**config.mk**
```make
export PLATFORM = sky130hd
export DESIGN_NAME = ctrl
export DESIGN_NICKNAME = d
export VERILOG_FILES = /design/src/rtl/core_pkg.sv /design/src/rtl/ctrl.sv
export SDC_FILE = /design/constraint.sdc
export NUM_CORES = 1
export LEC_CHECK = 0
export ABC_AREA = 1
export ABC_CLOCK_PERIOD_IN_PS = 3900
export BUFFER_PORTS_ARGS = -buffer_cell sky130_fd_sc_hd__buf_2
export CAP_MARGIN = 20
export CORE_UTILIZATION = 55
export CTS_BUF_LIST = sky130_fd_sc_hd__clkbuf_16
export CTS_CLUSTER_DIAMETER = 50
export CTS_CLUSTER_SIZE = 24
export DETAILED_ROUTE_END_ITERATION = 10
export PLACE_DENSITY = 0.84
export SLEW_MARGIN = 25
export SYNTH_ARGS = -nofsm -noshare
export SYNTH_HDL_FRONTEND = slang
export SYNTH_SLANG_ARGS = --single-unit
```
**constraint.sdc**
```tcl
create_clock -name clk -period 3.9 [get_ports clk]
set_input_delay 0.195 -clock clk [delete_from_list [all_inputs] [get_ports clk]]
set_output_delay 0.195 -clock clk [all_outputs]
set_load 0.005 [all_outputs]
```
**src/rtl/core_pkg.sv**
```systemverilog
package core_pkg;

    localparam int unsigned XLEN = 64;

    // fetch to decode
    typedef struct packed {
        logic            valid;
        logic [XLEN-1:0] pc;
        logic [31:0]     inst;
    } if_id_t;

    // decode to execute
    typedef struct packed {
        logic            valid;
        logic [31:0]     inst;
        logic [XLEN-1:0] op1;
        logic [XLEN-1:0] op2;
        logic [XLEN-1:0] base_addr;
        logic [XLEN-1:0] offset_addr;
        logic [4:0]      rd_addr;
        logic            reg_wen;
    } id_ex_t;

    // execute to register file
    typedef struct packed {
        logic            wen;
        logic [4:0]      waddr;
        logic [XLEN-1:0] wdata;
    } wb_t;

    // execute to control
    typedef struct packed {
        logic            en;
        logic [XLEN-1:0] addr;
    } jump_t;

endpackage

```
**src/rtl/ctrl.sv**
```systemverilog
`timescale 1ns/1ps

module ctrl import core_pkg::*; #(
    parameter logic [XLEN-1:0] RESET_PC = '0
) (
    input  logic            clk,
    input  logic            arst_n_i,
    input  jump_t           jump_i,
    input  logic            ebreak_i,
    output logic [XLEN-1:0] pc_o,
    output logic            fetch_valid_o,
    output logic            flush_o,
    output logic            hold_o,
    output logic            halt_o
);

    logic [XLEN-1:0] pc_q;
    logic            halt_q;

    always_ff @(posedge clk or negedge arst_n_i) begin
        if (!arst_n_i) begin
            pc_q   <= RESET_PC;
            halt_q <= 1'b0;
        end else begin
            if (ebreak_i) begin
                halt_q <= 1'b1; // sticky until reset
            end
            if (!(halt_q || ebreak_i)) begin
                pc_q <= jump_i.en ? jump_i.addr : pc_q + XLEN'(4);
            end
        end
    end

    assign pc_o          = pc_q;
    assign fetch_valid_o = ~halt_q;
    assign flush_o       = jump_i.en | ebreak_i | halt_q; // kill the two younger stages
    assign hold_o        = halt_q;
    assign halt_o        = halt_q;

endmodule

```
* Word-level counts from Yosys, hierarchy flattened
Cells that the tools add are included.
** Word-level totals
- Flip-flop bits (word level) :: 65
- Output and inout bits :: 68
- Word-level logic and storage cells :: 8
** Cells by class
- Add/sub/neg operators :: 1
- Mux-type cells :: 1
- Bitwise operators :: 3
- Reductions and logical operators :: 1
** Operators with widths (count)
- adder 64 x 3 -> 64 bit (second input constant) :: 1
- two-way mux 64 bit :: 1
- OR 1 bit :: 2
- logical OR 1 bit :: 1
- NOT 1 bit :: 1

* Depth between registers and ports, before layout
- Depth in word-level cells :: 2
- Depth in mapped cells :: 11
- Gate-level depth less buffers :: 11

* Least setup slack after synthesis
No wires, ideal clock.
- Path type :: register to register
- Start point :: register pc_q[3], in the netlist pc_o[3]
- End point :: register pc_q[36], in the netlist pc_o[36]
- Library setup time :: 0.116 ns
- Arrival :: 1.419 ns
- Required time :: 3.784 ns
- Slack :: 2.365 ns
- Cell stages (with the launch flop) :: 10
- Buffers on the path :: 0
- Period minus slack after synthesis :: 1.535 ns
- Cell sequence :: dfrtp_1 -> ha_1 -> inv_1 -> nor2_2 -> nand3_1 -> nor2_2 -> nand2_1 -> xor2_1 -> nand2_1 -> nand2_1
** On the way
- Word-level cells in the longest chain between the ends :: 2
** RTL lines
- start: declaration :: RTL line ctrl.sv:17 : logic [XLEN-1:0] pc_q;
- start signal: assignment :: RTL line ctrl.sv:29 : pc_q <= jump_i.en ? jump_i.addr : pc_q + XLEN'(4);
- adder 64 x 3 -> 64 bit :: RTL line ctrl.sv:29
- two-way mux 64 bit :: RTL line ctrl.sv:29
Every way passes these cells.
A chain may end at the register's enable or synchronous reset.

* Final worst setup path
- Start point :: register halt_q, in the netlist halt_o
- End point :: register pc_q[20], in the netlist pc_o[20]
** On the way
- Word-level cells in the longest chain between the ends :: 1
** RTL lines
- start: declaration :: RTL line ctrl.sv:18 : logic halt_q;
- start signal: assignment :: RTL line ctrl.sv:23 : halt_q <= 1'b0;
- start signal: assignment :: RTL line ctrl.sv:26 : halt_q <= 1'b1;
- logical OR 1 bit :: RTL line ctrl.sv:28 : if (!(halt_q || ebreak_i)) begin
Every way passes these cells.

==> impl_results.md <==
- Seq/Total Area, Yosys: 0.321
- Ys Warns: 0
- Ranking of synthesized cells by area: dfrtp_1 (32%), nand2_1 (26%), nor2_1 (8.7%), inv_1 (6.4%), nand3_1 (5.5%)
- Power, Total: 2.09 mW
- Worst R2R Setup Slack: 1.75 ns
- Quantity of I/O buffers inserted on ports: 135
- Vias in the first global route: 5336
- WL per Instance: 14.3 µm
- Syn Area/Cell: 6.10 µm²
- Root Driver: clkbuf_16
- Worst path slowest cell: clkinv_2
- Via density per instance: 5.32
- PwrDens: 339 nW/µm²
- Clock Skews: 0.0110 ns
- Status: finished with violations
- Leak: 2.95 nW
- Worst-margin pin slew: 0.853 ns
- Minimum clock period: 2.15 ns
- Residual DRC: 7
- Die Y-Extent: 98.0 µm
- R2r worst-path depth: 7
- Most common cell in the netlist: nand2_1
- Worst R2R Start: halt_o
- Area leader, netlist: dfrtp_1
- CTS tree: done
- Diodes inserted: 0
- Pin count of the biggest net entering global routing: 65
- Hold slack: 0.0572 ns
- Worst setup EP type: flip-flop
- Worst path max stage delay: 0.68 ns
- Critical Path RT: 4.10 ns
- Crit path buf inv count: 2
- DP Area: 5830 µm²
- Max-slew violation count: 0
- Post-synthesis register bit count: 65
- Delay-heaviest family, CP: buffers and inverters
- First-pass GRT wire length: 25300 µm
- Post-synthesis cell count: 831
- Total number of vias: 5735
- Post-synth top area share: 0.321
- Core Region: 8810 µm²
- Failing checks: design-rule violations
- Starting Density: 0.576
- Initial antenna violation count: 0
- Most used cell, CP: nand2_1
- WHS Endpoint: pc_o[0]
- FFs w/ async S/R, synth: 1.00
- Gr usage total: 0.332
- WL final: 15400 µm
- Synthesized area: 5070 µm²
- RR Endpoint: pc_o[20]
- Finished Core Util: 0.698
- I/O pin cnt: 136
- DPL Wire Length: 11700 µm
- TritonCTS buffer count: 9
- Sink Count: 65
- Starting DRT DRC Count: 463
- Cells along the critical path: nor2_2 > buf_4 > nand2_1 > clkinv_2 > nand2_1 > o21ai_0 > o21bai_1
- Max Clock Freq: 464 MHz
- Remaining global-route overflow: 0
- FP Rows: 34
- Layout cell share with drive strength beyond 1: 0.196
- Peak supply drop: 235 µV
- Max Buffers Root-to-Sink: 2
- Die area: 9610 µm²
- Die width: 98.0 µm
- # fillers: 826
- H-tree depth: 3
- Worst-skew pair later-pin latency: 0.33 ns
- Final hold violation count: 0
- DRT Pass-1 Iters: 9
- Worst hold path class: in2reg
- Max Cap Viol: 0
- Ys flop type: dfrtp_1
- CP startpoint kind: flip-flop
- Final period util: 0.552
- Area delta synth->final: 21.3%
- Worst-path clk slew: 0.06 ns
- Gpl congestion: 0.951
- Critical Path AT: 2.36 ns
- Post-synth EDFFs: 0
- Hold wc startpoint: jump_i[0]
- Final Cell Area: 6150 µm²
- Antenna viol nets, final: 0
- Unrepaired setup endpoints after global routing: false
- Most frequent cells after synthesis: nand2_1 (347), nor2_1 (118), inv_1 (86)
- Worst Setup Path Type: reg2reg
- Hold Path Depth: 3
- Max Fanout on Critical Path: 64
- Nets: 1033
- # setup viols final: 0
- Synthesized net count: 900
- Yosys cell types: 28
- Sum of negative setup slack: 0 ns
- Max-slew headroom: 0.431
## power breakdown
group | switching (mW) | total [mW] | internal (mW) | leakage (nW)
Sequential | 0.139 | 0.897 | 0.758 | 0.815
Clock | 0.310 | 0.797 | 0.487 | 0.134
Combinational | 0.209 | 0.393 | 0.184 | 2.00
Total | 0.658 | 2.09 | 1.43 | 2.95
## cells by family after synthesis
family / Yosys count / share of synthesized area
XOR/XNOR: 29 / 0.0501
AO/OA/AOI/OAI: 58 / 0.0656
adder cells (fa/ha/maj): 1 / 0.00247
flip-flops: 65 / 0.321
AND/OR/NAND/NOR: 571 / 0.478
buffers and inverters: 107 / 0.0834
## layer usage
layer  global-route usage  share of wire
met1                0.448           0.42
met2                0.555           0.46
met3               0.0429          0.089
met4                0.105          0.026
met5                    0              0
## cell type report
cell class / count / area, µm² / share of cell area
timing repair buffer: 141 / 743 / 0.121
inverter: 88 / 332 / 0.0539
sequential: 65 / 1630 / 0.264
clock buffer: 9 / 225 / 0.0366
multi-input combinational: 659 / 3030 / 0.492
tap: 108 / 135 / 0.0220
clock inverter: 7 / 61.3 / 0.00997
## worst min-delay path, delay by kind of cell
family,cells,cell delay [ns]
buffers and inverters,1,0.08
AND/OR/NAND/NOR,2,0.08
## cell usage in the layout, fill, tap and decap left out, types with 2 or more instances in the layout
cell type and instances:
nor2_4 5, inv_1 86, nor2_8 3, xor2_1 25
nand2_2 7, dfrtp_1 65, o21bai_1 8, nor3_2 2
clkinv_1 3, clkbuf_16 9, nand4_1 14, o211ai_1 8
nand3_2 2, a21oi_1 4, xnor2_1 4, nor2_1 118
buf_2 135, clkinvlp_4 2, buf_4 4, nand3_1 56
nand2_1 347, o21ai_1 7, clkinv_2 2, nand2_4 2
nor2_2 14, o21ai_0 30
## flip-flops by register name, summed over array words and instances, names as in the netlist
register	flops
pc_o	64
halt_o	1
## what timing repair did
item | CTS | global route
hold buffers | 0 | 1
hold endpoints to repair | 0 | 17
resized for setup | 0 | 0
buffers inserted | 0 | 0
## worst max path at each step
| stage | start | to | slack, ns | cells after the start |
|---|---|---|---|---|
| final | halt_o | pc_o[20] | 1.75 | 7 |
| after global routing | halt_o | pc_o[53] | 1.53 | 8 |
| after CTS | halt_o | pc_o[20] | 1.72 | 7 |
| after detailed placement | halt_o | pc_o[20] | 1.74 | 7 |
| after global placement | halt_o | pc_o[42] | 1.83 | 7 |
| after floorplan | pc_o[3] | pc_o[36] | 2.36 | 9 |
## stage by stage
stage / instances / setup WS, ns
after global routing: 1077 / 1.53
after CTS: 1075 / 1.72
final: 1077 / 1.75
after detailed placement: 1059 / 1.74
after global placement: 1059 / 1.83
after floorplan: 831 / 2.36
(Power assumes the default switching activity.)
