===== config.mk =====
export PLATFORM = sky130hd
export DESIGN_NAME = id
export DESIGN_NICKNAME = d
export VERILOG_FILES = /design/src/rtl/core_pkg.sv /design/src/rtl/isa_pkg.sv /design/src/rtl/id.sv
export SDC_FILE = /design/constraint.sdc
export NUM_CORES = 1
export LEC_CHECK = 0
export ABC_AREA = 1
export BUFFER_PORTS_ARGS = -buffer_cell sky130_fd_sc_hd__buf_4
export CAP_MARGIN = 20
export CORE_AREA = 3 3 203 205
export DETAILED_ROUTE_END_ITERATION = 8
export DIE_AREA = 0 0 206 208
export PLACE_DENSITY = 0.3
export SLEW_MARGIN = 5
export SYNTH_ARGS = -nofsm -noshare
export SYNTH_HDL_FRONTEND = slang
export SYNTH_SLANG_ARGS = --single-unit

===== constraint.sdc =====
create_clock -name vclk -period 3.8
set_clock_uncertainty 0.1 [all_clocks]
set_input_delay 0.38 -clock vclk [all_inputs]
set_output_delay 0.38 -clock vclk [all_outputs]
set_load 0.01 [all_outputs]

===== src/rtl/core_pkg.sv =====
package core_pkg;

    localparam int unsigned XLEN = 64;

    // fetch to decode
    typedef struct packed {
        logic            valid;
        logic [XLEN-1:0] pc;
        logic [31:0]     inst;
    } if_id_t;

    // decode to execute
    typedef struct packed {
        logic            valid;
        logic [31:0]     inst;
        logic [XLEN-1:0] op1;
        logic [XLEN-1:0] op2;
        logic [XLEN-1:0] base_addr;
        logic [XLEN-1:0] offset_addr;
        logic [4:0]      rd_addr;
        logic            reg_wen;
    } id_ex_t;

    // execute to register file
    typedef struct packed {
        logic            wen;
        logic [4:0]      waddr;
        logic [XLEN-1:0] wdata;
    } wb_t;

    // execute to control
    typedef struct packed {
        logic            en;
        logic [XLEN-1:0] addr;
    } jump_t;

endpackage


===== src/rtl/isa_pkg.sv =====
package isa_pkg;

    // major opcodes of the supported RV64I subset
    typedef enum logic [6:0] {
        OP_IMM = 7'b0010011,
        OP     = 7'b0110011,
        BRANCH = 7'b1100011,
        JAL    = 7'b1101111,
        JALR   = 7'b1100111,
        LUI    = 7'b0110111,
        AUIPC  = 7'b0010111,
        SYSTEM = 7'b1110011
    } opcode_e;

    // alu funct3, shared by OP_IMM and OP
    localparam logic [2:0] F3_ADD_SUB = 3'b000;
    localparam logic [2:0] F3_SLL     = 3'b001;
    localparam logic [2:0] F3_SLT     = 3'b010;
    localparam logic [2:0] F3_SLTU    = 3'b011;
    localparam logic [2:0] F3_XOR     = 3'b100;
    localparam logic [2:0] F3_SR      = 3'b101; // srl and sra
    localparam logic [2:0] F3_OR      = 3'b110;
    localparam logic [2:0] F3_AND     = 3'b111;

    // branch funct3
    localparam logic [2:0] F3_BEQ  = 3'b000;
    localparam logic [2:0] F3_BNE  = 3'b001;
    localparam logic [2:0] F3_BLT  = 3'b100;
    localparam logic [2:0] F3_BGE  = 3'b101;
    localparam logic [2:0] F3_BLTU = 3'b110;
    localparam logic [2:0] F3_BGEU = 3'b111;

    localparam int unsigned F7_ALT_BIT = 5; // selects sub and sra

    localparam logic [31:0] INST_EBREAK = 32'h0010_0073;
    localparam logic [31:0] INST_NOP    = 32'h0000_0013; // addi x0, x0, 0

endpackage

===== src/rtl/id.sv =====
`timescale 1ns/1ps

module id import isa_pkg::*, core_pkg::*; (
    input  if_id_t          if_id_i,
    output logic [4:0]      rs1_addr_o,
    output logic [4:0]      rs2_addr_o,
    input  logic [XLEN-1:0] rs1_data_i,
    input  logic [XLEN-1:0] rs2_data_i,
    output id_ex_t          id_ex_o
);

    logic [31:0]     inst;
    opcode_e         opcode;
    logic [4:0]      rd;
    logic            rd_nz;
    logic [XLEN-1:0] imm_i;
    logic [XLEN-1:0] imm_b;
    logic [XLEN-1:0] imm_j;
    logic [XLEN-1:0] imm_u;

    assign inst   = if_id_i.inst;
    assign opcode = opcode_e'(inst[6:0]);
    assign rd     = inst[11:7];
    assign rd_nz  = (rd != 5'd0);

    assign rs1_addr_o = inst[19:15];
    assign rs2_addr_o = inst[24:20];

    // immediates, all sign extended
    assign imm_i = {{52{inst[31]}}, inst[31:20]}; // shamt sits in [5:0]
    assign imm_b = {{51{inst[31]}}, inst[31], inst[7], inst[30:25], inst[11:8], 1'b0};
    assign imm_j = {{43{inst[31]}}, inst[31], inst[19:12], inst[20], inst[30:21], 1'b0};
    assign imm_u = {{32{inst[31]}}, inst[31:12], 12'b0};

    always_comb begin
        id_ex_o         = '0;
        id_ex_o.valid   = if_id_i.valid;
        id_ex_o.inst    = inst;
        id_ex_o.rd_addr = rd;
        case (opcode)
            OP_IMM: begin
                id_ex_o.op1     = rs1_data_i;
                id_ex_o.op2     = imm_i;
                id_ex_o.reg_wen = rd_nz;
            end
            OP: begin
                id_ex_o.op1     = rs1_data_i;
                id_ex_o.op2     = rs2_data_i;
                id_ex_o.reg_wen = rd_nz;
            end
            BRANCH: begin
                id_ex_o.op1         = rs1_data_i;
                id_ex_o.op2         = rs2_data_i;
                id_ex_o.base_addr   = if_id_i.pc;
                id_ex_o.offset_addr = imm_b;
            end
            JAL: begin
                id_ex_o.op1         = if_id_i.pc;
                id_ex_o.op2         = XLEN'(4); // link = pc + 4
                id_ex_o.base_addr   = if_id_i.pc;
                id_ex_o.offset_addr = imm_j;
                id_ex_o.reg_wen     = rd_nz;
            end
            JALR: begin
                id_ex_o.op1         = if_id_i.pc;
                id_ex_o.op2         = XLEN'(4);
                id_ex_o.base_addr   = rs1_data_i;
                id_ex_o.offset_addr = imm_i;
                id_ex_o.reg_wen     = rd_nz;
            end
            LUI: begin
                id_ex_o.op2     = imm_u; // op1 stays zero
                id_ex_o.reg_wen = rd_nz;
            end
            AUIPC: begin
                id_ex_o.op1     = if_id_i.pc;
                id_ex_o.op2     = imm_u;
                id_ex_o.reg_wen = rd_nz;
            end
            default: begin
            end
        endcase
    end

endmodule


After elaboration in Yosys (flattened, before gate mapping)
Index checks and enable logic that the tools add are counted.
- equality and inequality tests: 7
- mux-type cells: 4
- reductions and logical operators: 7
- operators by type and width (kind ; count):
    $pmux 128 s3 ; 1
    $pmux 64 s4 ; 1
    $pmux 64 s2 ; 1
    $eq 7x7->1 const B ; 3
    $eq 7x5->1 const B ; 2
    $eq 7x6->1 const B ; 2
    $reduce_or 2->1 ; 3
    $reduce_or 3->1 ; 2
    $reduce_or 6->1 ; 1
    $reduce_bool 5->1 ; 1
    $mux 1 ; 1
- bits in registers: 0

Logic depth before layout (Yosys ltp)
- word-level depth: 3
- gate-level depth with buffers: 9
- gate-level depth less buffers: 7

Worst setup path before layout
No wires, ideal clock.
- kind: input-to-output
- start: input port if_id_i[6] (netlist name)
- end: output port id_ex_o[27] (netlist name)
- arrival time: 2822 ps
- data required time: 3320 ps
- setup slack: 498 ps
- stages: 7
- path through: nand2_2 nor2_4 nand2_2 nand2_1 nor2_1 nor2_1 buf_4
- RTL lines (item ; RTL line ; source):
    start: declaration ; id.sv:4 ; input if_id_t if_id_i,
    end: declaration ; id.sv:9 ; output id_ex_t id_ex_o

==> flow_summary.toml <==
[clock_network]
post_cts_buffers = 0
cts_resized = 0
postCtsHoldBufs = 0

[timing]
slew_headroom_pct = 46.7
rsz0062_at_grt = "no"
hold_slack_ns = 0.660
setup_viol = 0
finalHoldViolCount = 0
drv_slew = 0
worst_pin_slew_ns = 0.799
finalSetupTns_ns = 0
fin_crit_sh_pct = 69.0
period_minus_slack_ns = 2.62
timing.fmax_mhz = 381

[placement]
numPlacedInstances = 1742
place_hpwl_um = 23300
place_congestion = 0.748
portBuffers = 528

[synthesis]
netlist.top_cell.by_area = "nand2_1"
syn_nets = 1030
yosys-top-cells-area = "nand2_1 60%, buf_4 21%, buf_6 3.7%"
synth_most_common_cell = "nand2_1"
synth_top_area_share_pct = 60.2
avgSynthCellArea_um2 = 4.51
synth_cell_type_count = 17
yosys-top-cells-count = "583 x nand2_1, 103 x buf_4, 35 x inv_1"
synth_cells = 805
seq_area_frac_synth_pct = 0
yosys_warnings = 0
netlist_area_mm2 = 0.00363

[worst_setup_path]
startpoint_type = "primary input"
crit_path_max_fanout = 44
crit_top_cell = "buf_4"
cp_slowest_cell = "nor2_1"
worst_setup_path_end_kind = "primary output"
crit_required_ns = 3.32
cp_slowest_stage_delay_ns = 0.55
cp_num_buf_inv = 3
crit_family = "simple AND/OR/NAND/NOR gates"
critical_path_class = "in2out"
cp_cell_sequence = "buf_4 > nand2_2 > nor2_1 > nand2_2 > nand2_1 > nor2_1 > nor2_2 > buf_4 > buf_4"
crit_arrival_ns = 2.14

[global_route]
grt_usage_pct = 11.6
grt_overflow = 0
grt_antenna_before_repair = 0
grt_pass1_vias = 6095
grt_pass1_wl_um = 39000
grt_max_degree = 65

[route]
totalWireLength_um = 27700
routed_via_density = 3.52
ant_nets = 0
vias = 6125
wl_per_cell_um = 15.9
firstDrtPassIters = 4
first_iter_violations = 325
drc = 0

[floorplan]
dieArea_mm2 = 0.0428
pin_count = 530
coreArea_mm2 = 0.0396
die_w_um = 206
start_util_pct = 9.17
die_y_um = 208
row_count = 73

[layout]
n_sequential_cell = 0
area_growth_syn_to_layout_pct = 104
nets = 1444
seq_area_um2 = 0
drive_gt1_share_pct = 45.9
n_clock_buffer = 0
fill_cells = 4670
antennaDiodeCount = 0
instances_no_fill = 1742

[worst_hold_path]
hold_class = "in2out"

[pwr]
power_density_mw_per_mm2 = 57.8
ir_drop_mv = 0.0214
total_power_uw = 427
p_leak_uw = 0.00486

[status]
status = "finished clean"

[job]
max-cap-violations = 0
## kinds of logic after synthesis
kind of cell           Yosys count  synth area share, %
AOI/OAI and AO/OA                2                0.275
buffers and inverters          169                 31.1
and+or+nand+nor                634                 68.6
## area by class of cell
cell class                      count  area [µm²]  share of cell area (%)
Multi-Input combinational cell    636        2510                    33.9
Inverter                           38         143                    1.93
Tap cell                          525         657                    8.88
Timing Repair Buffer              543        4090                    55.3
## routing by layer
layer  vias up  track usage, %  part of all wire [%]
met3        10            2.30                   9.8
li1       3106               -                     -
met2       339            22.8                    51
met5         -               0                     0
met4         0           0.796                  0.85
met1      2670            13.4                    38
## cells in the final DEF, fill, tap and decap left out
| cell type | synthesis | layout |
|---|---|---|
| nand3_1 | 22 | 22 |
| inv_1 | 35 | 35 |
| nand2_2 | 3 | 3 |
| o21ai_0 | 2 | 2 |
| nor2_1 | 15 | 14 |
| inv_2 | 1 | 1 |
| nor2_4 | 3 | 3 |
| nand2_4 | 5 | 5 |
| buf_4 | 103 | 542 |
| nand3_4 | 1 | 1 |
| buf_12 | 0 | 1 |
| nand2_1 | 583 | 583 |
| clkinv_1 | 2 | 2 |
| nor4_1 | 1 | 1 |
| nor2_2 | 1 | 2 |
## power by group
| group | switching [µW] | total [µW] | internal, µW | leakage (µW) |
|---|---|---|---|---|
| registers | 0 | 0 | 0 | 0 |
| logic | 191 | 427 | 237 | 0.00486 |
| clock network | 0 | 0 | 0 | 0 |
## through the flow
stage | area, µm² | util, % | setup slack [ns]
4_1_cts | 7390 | 18.7 | 1.13
5_1_grt | 7390 | 18.7 | 0.993
2_1_floorplan | 3630 | - | 0.498
3_3_place_gp | 7390 | 18.7 | 1.15
6_report | 7390 | 18.7 | 1.18
3_5_place_dp | 7390 | 18.7 | 1.14
## final timing paths
kind | from | to | slack, ns | cells past startpoint
worst max-delay path | if_id_i[1] | id_ex_o[45] | 1.18 | 9
worst min-delay path | if_id_i[96] | id_ex_o[294] | 0.66 | 0
Note: power is estimated with default switching activity, not from simulation.
